### config.mk
export PLATFORM = sky130hd
export DESIGN_NAME = vctr_unit_top
export DESIGN_NICKNAME = d
export VERILOG_FILES = /design/src/rtl/vctr_pkg.sv /design/src/rtl/hsid_fifo.sv /design/src/rtl/vctr_alu.sv /design/src/rtl/vctr_fifo_full.sv /design/src/rtl/vctr_unit_top.sv
export SDC_FILE = /design/constraint.sdc
export NUM_CORES = 1
export LEC_CHECK = 0
export BUFFER_PORTS_ARGS = -buffer_cell sky130_fd_sc_hd__buf_2
export CAP_MARGIN = 20
export CORE_ASPECT_RATIO = 1.1
export CORE_MARGIN = 2
export CORE_UTILIZATION = 55
export CTS_BUF_LIST = sky130_fd_sc_hd__clkbuf_16
export CTS_CLUSTER_SIZE = 12
export DETAILED_ROUTE_END_ITERATION = 8
export PLACE_DENSITY = 0.71
export SYNTH_ARGS = -nofsm -noshare
export SYNTH_HDL_FRONTEND = slang
export SYNTH_SLANG_ARGS = --single-unit
### constraint.sdc
create_clock -name clk -period 5.9 [get_ports clk]
set_input_delay 0.59 -clock clk [delete_from_list [all_inputs] [get_ports clk]]
set_output_delay 0.59 -clock clk [all_outputs]
set_load 0.005 [all_outputs]
### src/rtl/vctr_pkg.sv
`default_nettype none

package vctr_pkg;

  // Controller states of the job FSM
  typedef enum logic [1:0] {
    ST_IDLE      = 2'd0,  // Waiting for start
    ST_READING   = 2'd1,  // Loading operand vectors A then B
    ST_OPERATION = 2'd2,  // Issuing element pairs to the ALU
    ST_DONE      = 2'd3   // Results available for draining
  } vctr_state_t;

  // Element-wise operation selected at start
  // All arithmetic wraps modulo 2**DATA_WIDTH
  typedef enum logic [1:0] {
    OP_ADD = 2'd0,  // A + B
    OP_SUB = 2'd1,  // A - B
    OP_AND = 2'd2,  // A & B
    OP_XOR = 2'd3   // A ^ B
  } vctr_op_t;

endpackage

`default_nettype wire

### src/rtl/hsid_fifo.sv
`default_nettype none

module hsid_fifo #(
  parameter int DATA_WIDTH = 16,
  parameter int FIFO_DEPTH = 8
) (
  input  logic                  clk,
  input  logic                  rst_n,
  input  logic                  wr_en,
  input  logic                  rd_en,
  input  logic [DATA_WIDTH-1:0] data_in,
  output logic [DATA_WIDTH-1:0] data_out,
  output logic                  full,
  output logic                  empty
);

  localparam int PTR_W = (FIFO_DEPTH > 1) ? $clog2(FIFO_DEPTH) : 1;
  localparam int CNT_W = $clog2(FIFO_DEPTH + 1);
  localparam logic [PTR_W-1:0] LAST_PTR = PTR_W'(FIFO_DEPTH - 1);
  localparam logic [CNT_W-1:0] FULL_CNT = CNT_W'(FIFO_DEPTH);

  logic [DATA_WIDTH-1:0] mem [FIFO_DEPTH];
  logic [PTR_W-1:0]      wr_ptr;
  logic [PTR_W-1:0]      rd_ptr;
  logic [CNT_W-1:0]      count;  // Occupancy, 0 to FIFO_DEPTH
  logic                  do_wr;
  logic                  do_rd;

  assign do_wr = wr_en && !full;  // Write while full is dropped
  assign do_rd = rd_en && !empty; // Read while empty is ignored

  assign full     = (count == FULL_CNT);
  assign empty    = (count == '0);
  assign data_out = mem[rd_ptr];  // Show-ahead head word

  always_ff @(posedge clk) begin
    if (do_wr) begin
      mem[wr_ptr] <= data_in;
    end
  end

  always_ff @(posedge clk or negedge rst_n) begin
    if (!rst_n) begin
      wr_ptr <= '0;
      rd_ptr <= '0;
      count  <= '0;
    end else begin
      if (do_wr) begin
        wr_ptr <= (wr_ptr == LAST_PTR) ? '0 : wr_ptr + PTR_W'(1);  // Wrap for any depth
      end
      if (do_rd) begin
        rd_ptr <= (rd_ptr == LAST_PTR) ? '0 : rd_ptr + PTR_W'(1);
      end
      case ({do_wr, do_rd})
        2'b10:   count <= count + CNT_W'(1);
        2'b01:   count <= count - CNT_W'(1);
        default: count <= count;  // Idle or simultaneous push and pop
      endcase
    end
  end

endmodule

`default_nettype wire

### src/rtl/vctr_alu.sv
`default_nettype none

module vctr_alu
  import vctr_pkg::*;
#(
  parameter int DATA_WIDTH = 16
) (
  input  logic                  clk,
  input  logic                  rst_n,
  input  logic                  issue,
  input  vctr_op_t              op,
  input  logic [DATA_WIDTH-1:0] a,
  input  logic [DATA_WIDTH-1:0] b,
  output logic [DATA_WIDTH-1:0] result,
  output logic                  result_valid
);

  logic [DATA_WIDTH-1:0] alu_out;

  // Sums and differences drop the carry, so results wrap
  always_comb begin
    case (op)
      OP_ADD:  alu_out = a + b;
      OP_SUB:  alu_out = a - b;
      OP_AND:  alu_out = a & b;
      OP_XOR:  alu_out = a ^ b;
      default: alu_out = '0;
    endcase
  end

  always_ff @(posedge clk) begin
    if (issue) begin
      result <= alu_out;  // Hold last result between issues
    end
  end

  always_ff @(posedge clk or negedge rst_n) begin
    if (!rst_n) begin
      result_valid <= 1'b0;
    end else begin
      result_valid <= issue;  // One cycle latency
    end
  end

endmodule

`default_nettype wire

### src/rtl/vctr_fifo_full.sv
`default_nettype none

module vctr_fifo_full
  import vctr_pkg::*;
#(
  parameter int DATA_WIDTH    = 16,
  parameter int VECTOR_LENGTH = 8
) (
  input  logic                  clk,
  input  logic                  rst_n,
  input  logic                  start,
  input  vctr_op_t              op,
  input  logic                  data_in_en,
  input  logic [DATA_WIDTH-1:0] data_in,
  input  logic                  data_out_en,
  output logic [DATA_WIDTH-1:0] data_out,
  output logic                  done,
  output logic                  idle,
  output logic                  ready
);

  vctr_state_t state;
  vctr_state_t next_state;
  vctr_op_t    op_q;  // Opcode of the running job

  logic                  a_full, a_empty;
  logic                  b_full, b_empty;
  logic                  r_full, r_empty;
  logic [DATA_WIDTH-1:0] a_data, b_data;
  logic                  wr_a, wr_b;
  logic                  issue;
  logic                  rd_r;
  logic [DATA_WIDTH-1:0] alu_result;
  logic                  alu_valid;

  assign idle  = (state == ST_IDLE);
  assign ready = (state == ST_READING);
  assign done  = (state == ST_DONE);

  // First vector fills A, second fills B, anything else is dropped
  assign wr_a = ready && data_in_en && !a_full;
  assign wr_b = ready && data_in_en && a_full && !b_full;

  // One element pair per cycle, both operand FIFOs popped together
  assign issue = (state == ST_OPERATION) && !a_empty && !b_empty && !r_full;

  assign rd_r = done && data_out_en;

  always_comb begin
    next_state = state;
    case (state)
      ST_IDLE:      if (start) next_state = ST_READING;
      ST_READING:   if (b_full) next_state = ST_OPERATION;
      ST_OPERATION: if (r_full && a_empty && b_empty) next_state = ST_DONE;
      ST_DONE:      if (r_empty) next_state = ST_IDLE;
      default:      next_state = ST_IDLE;
    endcase
  end

  always_ff @(posedge clk or negedge rst_n) begin
    if (!rst_n) begin
      state <= ST_IDLE;
      op_q  <= OP_ADD;
    end else begin
      state <= next_state;
      if (idle && start) begin
        op_q <= op;  // Latched on the start edge
      end
    end
  end

  hsid_fifo #(
    .DATA_WIDTH(DATA_WIDTH),
    .FIFO_DEPTH(VECTOR_LENGTH)
  ) fifo_a_inst (
    .clk     (clk),
    .rst_n   (rst_n),
    .wr_en   (wr_a),
    .rd_en   (issue),
    .data_in (data_in),
    .data_out(a_data),
    .full    (a_full),
    .empty   (a_empty)
  );

  hsid_fifo #(
    .DATA_WIDTH(DATA_WIDTH),
    .FIFO_DEPTH(VECTOR_LENGTH)
  ) fifo_b_inst (
    .clk     (clk),
    .rst_n   (rst_n),
    .wr_en   (wr_b),
    .rd_en   (issue),
    .data_in (data_in),
    .data_out(b_data),
    .full    (b_full),
    .empty   (b_empty)
  );

  vctr_alu #(
    .DATA_WIDTH(DATA_WIDTH)
  ) alu_inst (
    .clk         (clk),
    .rst_n       (rst_n),
    .issue       (issue),
    .op          (op_q),
    .a           (a_data),
    .b           (b_data),
    .result      (alu_result),
    .result_valid(alu_valid)
  );

  hsid_fifo #(
    .DATA_WIDTH(DATA_WIDTH),
    .FIFO_DEPTH(VECTOR_LENGTH)
  ) fifo_r_inst (
    .clk     (clk),
    .rst_n   (rst_n),
    .wr_en   (alu_valid),  // Every ALU result lands here
    .rd_en   (rd_r),
    .data_in (alu_result),
    .data_out(data_out),
    .full    (r_full),
    .empty   (r_empty)
  );

endmodule

`default_nettype wire

### src/rtl/vctr_unit_top.sv
`default_nettype none

module vctr_unit_top
  import vctr_pkg::*;
#(
  parameter int DATA_WIDTH    = 16,
  parameter int VECTOR_LENGTH = 8
) (
  input  logic                  clk,
  input  logic                  rst_n,
  input  logic                  start,
  input  vctr_op_t              op,
  input  logic                  data_in_en,
  input  logic [DATA_WIDTH-1:0] data_in,
  input  logic                  data_out_en,
  output logic [DATA_WIDTH-1:0] data_out,
  output logic                  done,
  output logic                  idle,
  output logic                  ready
);

  vctr_fifo_full #(
    .DATA_WIDTH   (DATA_WIDTH),
    .VECTOR_LENGTH(VECTOR_LENGTH)
  ) vctr_fifo_full_inst (
    .clk        (clk),
    .rst_n      (rst_n),
    .start      (start),
    .op         (op),
    .data_in_en (data_in_en),
    .data_in    (data_in),
    .data_out_en(data_out_en),
    .data_out   (data_out),
    .done       (done),
    .idle       (idle),
    .ready      (ready)
  );

endmodule

`default_nettype wire

# Word level (Yosys, flattened, before mapping)
# Memory sizes are Yosys's and may differ from the RTL's.
# Index checks and enable logic that the tools add are counted.
[op_classes]
addsub = 14
multipliers = 0
n_div = 0
order_cmp = 0
n_eq_ne = 25
shift = 0
mux = 21
bitwise = 2
n_reduce_logical = 32
[op_table]
columns = ["operator", "n"]
rows = [
  ["$pmux 16 s4", 1],
  ["$pmux 4 s2", 3],
  ["$add 3x1->3 const B", 6],
  ["$eq 3x3->1 const B", 6],
  ["$mux 3", 6],
  ["$logic_and 1x1->1", 17],
  ["$add 16x16->16", 1],
  ["$and 16x16->16", 1],
  ["$sub 16x16->16", 1],
  ["$xor 16x16->16", 1],
  ["$eq 2x2->1 const B", 7],
  ["$add 4x1->4 const B", 3],
  ["$eq 4x4->1 const B", 3],
  ["$logic_not 4->1", 3],
  ["$sub 4x1->4 const B", 3],
  ["$eq 2x1->1 const B", 5],
  ["$mux 2", 4],
  ["$ne 2x2->1 const B", 4],
  ["$pmux 2 s4", 1],
  ["$logic_not 1->1", 6],
  ["$mux 1", 6],
  ["$reduce_bool 2->1", 3],
  ["$logic_not 2->1", 2],
  ["$reduce_and 4->1", 1],
]
[totals]
reg_bits = 51
latch_bits = 0
mem_bits_rw = 384
rom_bits = 0
in_bits = 23
output_inout_bits = 19
wordCells = 110
mem_count = 3
[memory_table]
columns = ["name", "words", "word_bits", "rd", "rd_ports_with_merged_regs", "wr", "line", "rtl"]
rows = [
  ["vctr_fifo_full_inst.fifo_a_inst.mem", 8, 16, 1, 0, 1, "hsid_fifo.sv:22", "logic [DATA_WIDTH-1:0] mem [FIFO_DEPTH];"],
  ["vctr_fifo_full_inst.fifo_b_inst.mem", 8, 16, 1, 0, 1, "hsid_fifo.sv:22", ""],
  ["vctr_fifo_full_inst.fifo_r_inst.mem", 8, 16, 1, 0, 1, "hsid_fifo.sv:22", ""],
]

# Longest topological paths before layout
# Gate-level depths: netlist of run 1.
[logic_depth]
word_depth = 8
mapped_depth = 18
depth_no_buf = 16

# Modules after synthesis
# A second synthesis of run 1 with hierarchy kept.
[unflattened]
hier_cells = 1028
hier_area_um2 = 19284.7
[modules_own_cells]
columns = ["mod", "n_inst", "cells_per_inst", "area_per_inst_um2", "seq_area_each_um2"]
rows = [
  ["hsid_fifo (vctr_fifo_full_inst.fifo_b_inst ...)", 2, 254, 5604.1, 4093.9],
  ["hsid_fifo (vctr_fifo_full_inst.fifo_a_inst)", 1, 256, 5616.6, 4093.9],
  ["vctr_alu", 1, 236, 2137.0, 505.5],
  ["vctr_fifo_full", 1, 28, 322.8, 100.1],
]

# Least setup slack after synthesis of run 1
# Ideal clock, no wire load.
[synth_path]
path_type = "register -> register"
from = "reg vctr_fifo_full_inst.fifo_a_inst.rd_ptr[0]"
to = "reg vctr_fifo_full_inst.alu_inst.result[14], data pin"
setup_time_ns = 0.269
arrival_time_ns = 3.622
required_time_ns = 5.631
path_slack_ns = 2.008
stages_incl_launch_ff = 14
n_path_buf = 2
period_less_slack_ns = 3.892
cell_sequence = "dfrtp_1 > clkbuf_1 > clkbuf_1 > mux4_2 > mux2_2 > ha_1 > nor2b_1 > o21a_1 > o211ai_1 > a31o_2 > o211ai_1 > a41oi_1 > xor2_1 > o21ai_0"
[synth_between]
elab_chain_len = 3
word_cells_on_any_way = 6
cone_classes = "2 x add/sub; 1 x mux; 2 x bitwise; 1 x memory"
[synth_rtl]
columns = ["element", "line", "rtl"]
rows = [
  ["start: declaration", "hsid_fifo.sv:24", "logic [PTR_W-1:0] rd_ptr;"],
  ["start signal: assignment", "hsid_fifo.sv:52", "rd_ptr <= (rd_ptr == LAST_PTR) ? '0 : rd_ptr + PTR_W'(1);"],
  ["$mem_v2 8x16 *", "--", ""],
  ["$sub 16x16->16 (tied with other cells)", "vctr_alu.sv:24", "OP_SUB: alu_out = a - b;"],
  ["$pmux 16 s4 *", "vctr_alu.sv:22", "case (op)"],
  ["net vctr_fifo_full_inst.alu_inst.alu_out[14]", "vctr_alu.sv:18", "logic [DATA_WIDTH-1:0] alu_out;"],
  ["end signal: assignment", "vctr_alu.sv:33", "result <= alu_out;"],
  ["end: declaration", "vctr_alu.sv:14", "output logic [DATA_WIDTH-1:0] result,"],
]
# The timed path passes the listed nets; every way through them passes the cells marked *.
# A chain may end at the register's enable or synchronous reset.

# Final worst setup path of run 1
[layout_path]
from = "reg vctr_fifo_full_inst.fifo_b_inst.rd_ptr[1]"
to = "reg vctr_fifo_full_inst.alu_inst.result[15], data pin"
[layout_between]
elab_chain_len = 3
word_cells_on_any_way = 6
cone_classes = "2 x add/sub; 1 x mux; 2 x bitwise; 1 x memory"
[layout_rtl]
columns = ["element", "line"]
rows = [
  ["start: declaration", "hsid_fifo.sv:24"],
  ["start signal: assignment", "hsid_fifo.sv:52"],
  ["$mem_v2 8x16 *", "--"],
  ["$sub 16x16->16 (tied with other cells)", "vctr_alu.sv:24"],
  ["$pmux 16 s4 *", "vctr_alu.sv:22"],
  ["net vctr_fifo_full_inst.alu_inst.alu_out[15]", "vctr_alu.sv:18"],
]
# Marked as above.

==> run metrics, run 1 <==
via count=9269; Post-synth EDFFs=400; Seq cells post-synth=435; Root Driver=clkbuf_16; max cap viols=0; CP endpoint kind=register; CTS tree=yes; first-pass GRT wire length=54.4 mm; Distinct cells, synth=56; via/cell ratio=5.93; P_leak=7.18 nW; simple-gate share of the synthesized area=4.32%; TritonCTS Buffers=45; vias in the first global route=9486; # resized after CTS=0; worst path cell trace=buf_4, mux4_2, mux2_2, nor2_2, nand4_1, o21ai_1, xnor2_1, ha_1, a21o_1, a21oi_1, a21boi_0, a21oi_1, a21oi_1, a31oi_1, xnor2_1, mux2i_1; DR WL/cell=22.5 µm; critical path launch point=vctr_fifo_full_inst.fifo_b_inst.rd_ptr[1]$_DFFE_PN0P_; core area=33300 µm²; Setup Fix Bufs, Post-CTS=0; initial antenna violation count=0; Post-Route Setup TNS=0 ps; Starting Density=55.8%; worst r2r src=vctr_fifo_full_inst.fifo_b_inst.rd_ptr[1]$_DFFE_PN0P_; cell area after synthesis=18600 µm²; Synth area leaders=edfxtp_1 (65%), mux4_2 (12%), dfrtp_1 (4.7%); area grow syn2layout=12.1%; First-pass DRT Iterations=5; largest family of logic cells by synthesized area=multiplexers; CP max stage delay=820 ps; Tmin final=4490 ps; CTS H-tree lvls=2; slew margin rel.=37.3%; Synth Flop Type=edfxtp_1; layout cells sized above 1=27.0%; Ys Warns=0; crit share post-route=76.2%; port buffer count=41; # rows=70; final WL=35.2 mm; CP startpoint kind=register; status=complete, no violations; gp weighted congestion=0.853; DIE AREA=35300 µm²; peak supply drop=269 µV; CTS Sinks=435; Req. time, crit path=6170 ps; Synth area leader=edfxtp_1; # IOs=42; RSZ-0062 raised after global routing=no; Die Y=197 µm; clock skew=17.0 ps; DRC=0; Seq/Total Area, Yosys=69.4%; clk buf depth=3; asr flop ratio synth=8.05%; largest net degree at the start of global routing=36; DP HPWL=21.9 mm; Synth Instances=1019; Worst path slowest cell=dfrtp_2; Mean Syn Cell Area=18.2 µm²; XOR/XNOR Fraction of Synth Area=1.87%; Final Hold Viols=0; fin nets=1191; synthesized-area fraction occupied by adder cells=4.27%; met3 usage=2.87%; Fmax=222 MHz; Tot GR Track Use=20.7%; gr busiest metal=met2; hold slack final=150 ps; most used cell, CP=a21oi_1; Overflow after GRT=0; worst min-delay path class=input pin to asynchronous set/reset pin; Worst-path clk slew=60 ps; compound-gate portion of the synthesized area=2.88%; actual slew at the worst max-slew pin=941 ps; critical path peak fanout=22; Final Max Slew Viols=0; ANT nets after route=0; Final setup viols=0; top cell type's share of synthesized area=64.6%; grt met1 use=27.6%; clock latency on the worst-skew pair=540 ps; ANT cells=0; Crit Path Class=register to register; critical path data arrival time=4760 ps; Syn Nets=1103; post-synthesis mux area share=15.8%; PwrDens=286 nW/µm²; Synth top cells by count=edfxtp_1 (400), mux4_2 (96), ha_1 (57), nand2_1 (49), mux2_2 (46); top-count cell post-synth=edfxtp_1; 1st-iter DRT viols=617; Post-CTS Hold Fix Bufs=0; GR Util met2=35.7%; chip width=179 µm
layer usage:
layer | wire, µm | vias to the layer above
li1 | - | 4217
met1 | 14700 | 4751
met3 | 1690 | 54
met5 | 0 | -
met2 | 18000 | 247
met4 | 795 | 0
logic make-up after synthesis:
group                      after synthesis
xor gates and xnor gates                38
AOI/OAI and AO/OA                       86
DFF                                    435
and+or+nand+nor                        169
adders and majority gates               61
buffers and inverters                   66
muxes                                  164
cell usage in the layout (no fill, tap or decap), types with 32 or more instances in the layout:
master / Yosys / layout
nor2_1: 41 / 41
buf_4: 0 / 36
buf_2: 4 / 41
edfxtp_1: 400 / 400
inv_1: 28 / 40
clkbuf_16: 0 / 47
nand2_1: 49 / 49
mux2_2: 46 / 46
mux4_2: 96 / 96
ha_1: 57 / 57
dfrtp_1: 35 / 32
registers in the layout, indices dropped and copies added (netlist names):
signal and flops:
vctr_fifo_full_inst.fifo_a_inst.mem 128, vctr_fifo_full_inst.fifo_b_inst.mem 128, vctr_fifo_full_inst.fifo_r_inst.mem 128, vctr_fifo_full_inst.alu_inst.result 16
vctr_fifo_full_inst.fifo_a_inst.count 4, vctr_fifo_full_inst.fifo_b_inst.count 4, vctr_fifo_full_inst.fifo_r_inst.count 4, vctr_fifo_full_inst.fifo_a_inst.rd_ptr 3
vctr_fifo_full_inst.fifo_a_inst.wr_ptr 3, vctr_fifo_full_inst.fifo_b_inst.rd_ptr 3, vctr_fifo_full_inst.fifo_b_inst.wr_ptr 3, vctr_fifo_full_inst.fifo_r_inst.rd_ptr 3
vctr_fifo_full_inst.fifo_r_inst.wr_ptr 3, vctr_fifo_full_inst.op_q 2, vctr_fifo_full_inst.state 2, vctr_fifo_full_inst.alu_inst.result_valid 1
worst max-delay path, delay by kind of cell, from the launching register on:
kind,cells,cell delay (ps)
compound gates,7,1140
fa+ha+maj,1,390
mux,3,950
simple gates,2,250
buf+inv,1,430
xor+xnor,2,230
flops,1,820
layout make-up:
cell class                      instances  area (µm²)
Fill cell                            2380       12500
Clock inverter                         23         155
Tap cell                              432         541
Clock buffer                           47        1180
Timing Repair Buffer                   77         475
Inverter                               30         113
Multi-Input combinational cell        518        5480
Sequential cell                       435       12900
worst paths after layout:
check / to / slack, ps / depth (start not counted)
worst max-delay path: vctr_fifo_full_inst.alu_inst.result[15]$_DFFE_PP_ / 1410 / 16
worst min-delay path: vctr_fifo_full_inst.fifo_b_inst.count[1]$_DFFE_PN0P_ / 150 / 1
worst max register to register: vctr_fifo_full_inst.alu_inst.result[15]$_DFFE_PP_ / 1410 / 16
worst min register to register: vctr_fifo_full_inst.fifo_a_inst.count[3]$_DFFE_PN0P_ / 510 / 1
max in group asynchronous: vctr_fifo_full_inst.fifo_r_inst.rd_ptr[0]$_DFFE_PN0P_ / 5180 / 1
min in group clk: vctr_fifo_full_inst.op_q[1]$_DFFE_PN0P_ / 290 / 2
metrics by stage:
stage | std cells | utilization (%) | setup slack [ps] | instance area [µm²] | total power, mW
2_1_floorplan | 1019 | - | 2010 | 18600 | 3.41
3_3_place_gp | 1492 | 58.6 | 1500 | 19500 | 3.45
3_5_place_dp | 1492 | 58.6 | 1420 | 19500 | 3.45
4_1_cts | 1562 | 62.6 | 1410 | 20800 | 6.01
5_1_grt | 1562 | 62.6 | 1010 | 20800 | 6.13
6_report | 1562 | 62.6 | 1410 | 20800 | 5.96
where the power goes:
group / switching [mW] / leakage, nW / total [mW] / internal, mW
registers: 0 / 4.07 / 3.35 / 3.35
logic: 0.0309 / 2.41 / 0.0363 / 0.00532
clock network: 1.06 / 0.700 / 2.57 / 1.51
total: 1.09 / 7.18 / 5.96 / 4.86
(Power assumes the default switching activity.)
==> inputs of run 2 (changes only) <==
- PLACE_DENSITY: 0.71 -> 0.74
- clock period: 5.9 -> 4.08 ns (I/O delays scaled with it)
==> run metrics, run 2 (synthesis gave the netlist of run 1 again) <==
CTS Sinks=435; status=complete, but fails checks; Reg area=12900 µm²; core area=33300 µm²; area grow syn2layout=12.1%; Worst path slowest cell=mux4_2; ANT nets after route=0; number of fill cells in the layout=2327; max layer used=met4; most used cell, CP=a21oi_1; slew margin rel.=39.3%; CTS H-tree lvls=2; Post-CTS Hold Fix Bufs=0; max cap viols=0; CP startpoint kind=register; RSZ-0062 raised after global routing=no; critical path launch point=vctr_fifo_full_inst.fifo_b_inst.rd_ptr[1]$_DFFE_PN0P_; Post-Route Setup TNS=0 ps; final WL=35.4 mm; Non-Filler Instances=1572; P_leak=7.19 nW; DR WL/cell=22.5 µm; Die Y=197 µm; initial antenna violation count=0; first-pass GRT wire length=54.2 mm; wire length on met2=18.6 mm; r2r setup slk=170 ps; port buffer count=41; multi-input logic area=5480 µm²; actual slew at the worst max-slew pin=910 ps; Final setup viols=0; chip width=179 µm; vias in the first global route=9384; worst path cell trace=buf_4, mux4_2, mux2i_4, ha_1, and2_1, a21oi_1, xnor2_1, ha_1, or3_1, o211ai_1, a21oi_1, a21oi_1, a21oi_1, a31oi_1, xnor2_1, mux2i_1; CTS tree=yes; TritonCTS Buffers=43; Fmax=256 MHz; crit share post-route=95.9%; Root Driver=clkbuf_16; # IOs=42; DRC=0; Largest regs=vctr_fifo_full_inst.fifo_a_inst.mem x128, vctr_fifo_full_inst.fifo_b_inst.mem x128, vctr_fifo_full_inst.fifo_r_inst.mem x128; commonest non-fill, non-tap cell in the layout=edfxtp_1; hold slack final=-17.0 ps; Overflow after GRT=0; critical path peak fanout=5; ANT cells=0; PwrDens=399 nW/µm²; failing checks=hold timing; First-pass DRT Iterations=5; via count=9328; Post-Route M1 WL=14.6 mm; Tmin final=3910 ps; CP max stage delay=540 ps; Post-DP Area=19600 µm²; largest net degree at the start of global routing=36; Final Max Slew Viols=0; design area=20800 µm²; peak supply drop=376 µV; Req. time, crit path=4360 ps; DIE AREA=35300 µm²; Worst-path clk slew=60 ps; DP HPWL=22.7 mm; most frequent cells in the layout=edfxtp_1 (400), mux4_2 (96), ha_1 (57), nand2_1 (49), buf_4 (48); Starting Density=55.8%; fin nets=1203; via/cell ratio=5.93; Crit Path Class=register to register; DR WL met3=1.52 mm; Tot GR Track Use=20.6%; CP endpoint kind=register; clock skew=14.8 ps; DP Worst Slack=156 ps; worst r2r src=vctr_fifo_full_inst.fifo_b_inst.rd_ptr[1]$_DFFE_PN0P_; placed insts=1503; Final Worst Setup Slack=168 ps; worst min-delay path class=input pin to asynchronous set/reset pin; # rows=70; Worst path top cell family by delay=multiplexers; layout cells sized above 1=27.7%; critical path data arrival time=4190 ps; clk buf depth=3; 1st-iter DRT viols=700; clock latency on the worst-skew pair=540 ps; gp weighted congestion=0.859; Final Hold Viols=33; Buf+Inv Stages, Crit Path=1
-- run 2: cell types whose count changed in the layout (fill, tap and decap cells not counted), sizes merged --
| cell | change |
|---|---|
| buf | +14 |
| clkbuf | -3 |
| bufinv | -2 |
| inv | +1 |
-- run 2: timing repair --
action,CTS,global route
buffers inserted,0,3
gates resized for setup,0,1
setup endpoints to repair,0,6
-- run 2: stage by stage --
stage	total power, mW	util, %
6_report	8.31	62.6
5_1_grt	8.58	62.6
4_1_cts	8.39	62.5
3_5_place_dp	4.99	58.9
3_3_place_gp	4.99	58.9
2_1_floorplan	4.94	-
-- run 2: worst reg2reg max path: stages (launching register included) --
cell and delay, ps:
dfrtp_2 390, buf_4 180, mux4_2 540, mux2i_4 240
ha_1 220, and2_1 170, a21oi_1 90, xnor2_1 160
ha_1 350, or3_1 370, o211ai_1 100, a21oi_1 90
a21oi_1 210, a21oi_1 130, a31oi_1 220, xnor2_1 140
mux2i_1 80
-- run 2: area by class of cell --
type | count | share of cell area, %
sequential | 435 | 61.9
multi-input combinational | 518 | 26.3
tap | 432 | 2.59
timing repair buffer | 91 | 2.91
clock inverter | 22 | 0.492
inverter | 30 | 0.540
clock buffer | 44 | 5.28
-- run 2: path summary, 6_finish.rpt --
path / endpoint / cells after the start
worst min register to register: vctr_fifo_full_inst.fifo_r_inst.count[3]$_DFFE_PN0P_ / 1
max in group asynchronous: vctr_fifo_full_inst.fifo_r_inst.rd_ptr[0]$_DFFE_PN0P_ / 1
min in group clk: vctr_fifo_full_inst.op_q[0]$_DFFE_PN0P_ / 2
worst max-delay path: vctr_fifo_full_inst.alu_inst.result[15]$_DFFE_PP_ / 16
worst max register to register: vctr_fifo_full_inst.alu_inst.result[15]$_DFFE_PP_ / 16
worst min-delay path: vctr_fifo_full_inst.fifo_b_inst.rd_ptr[0]$_DFFE_PN0P_ / 1
-- run 2: report_power, final --
part / total, mW / internal [mW] / switching (mW)
Combinational: 0.0524 / 0.00771 / 0.0447
Clock: 3.42 / 1.93 / 1.49
Sequential: 4.84 / 4.84 / 0
Total: 8.31 / 6.78 / 1.54
-- run 2: layer usage --
| metal | vias up | global-route usage [%] |
|---|---|---|
| met4 | 0 | 5.23 |
| li1 | 4249 | - |
| met5 | - | 0 |
| met2 | 246 | 35.8 |
| met3 | 56 | 2.68 |
| met1 | 4777 | 27.8 |
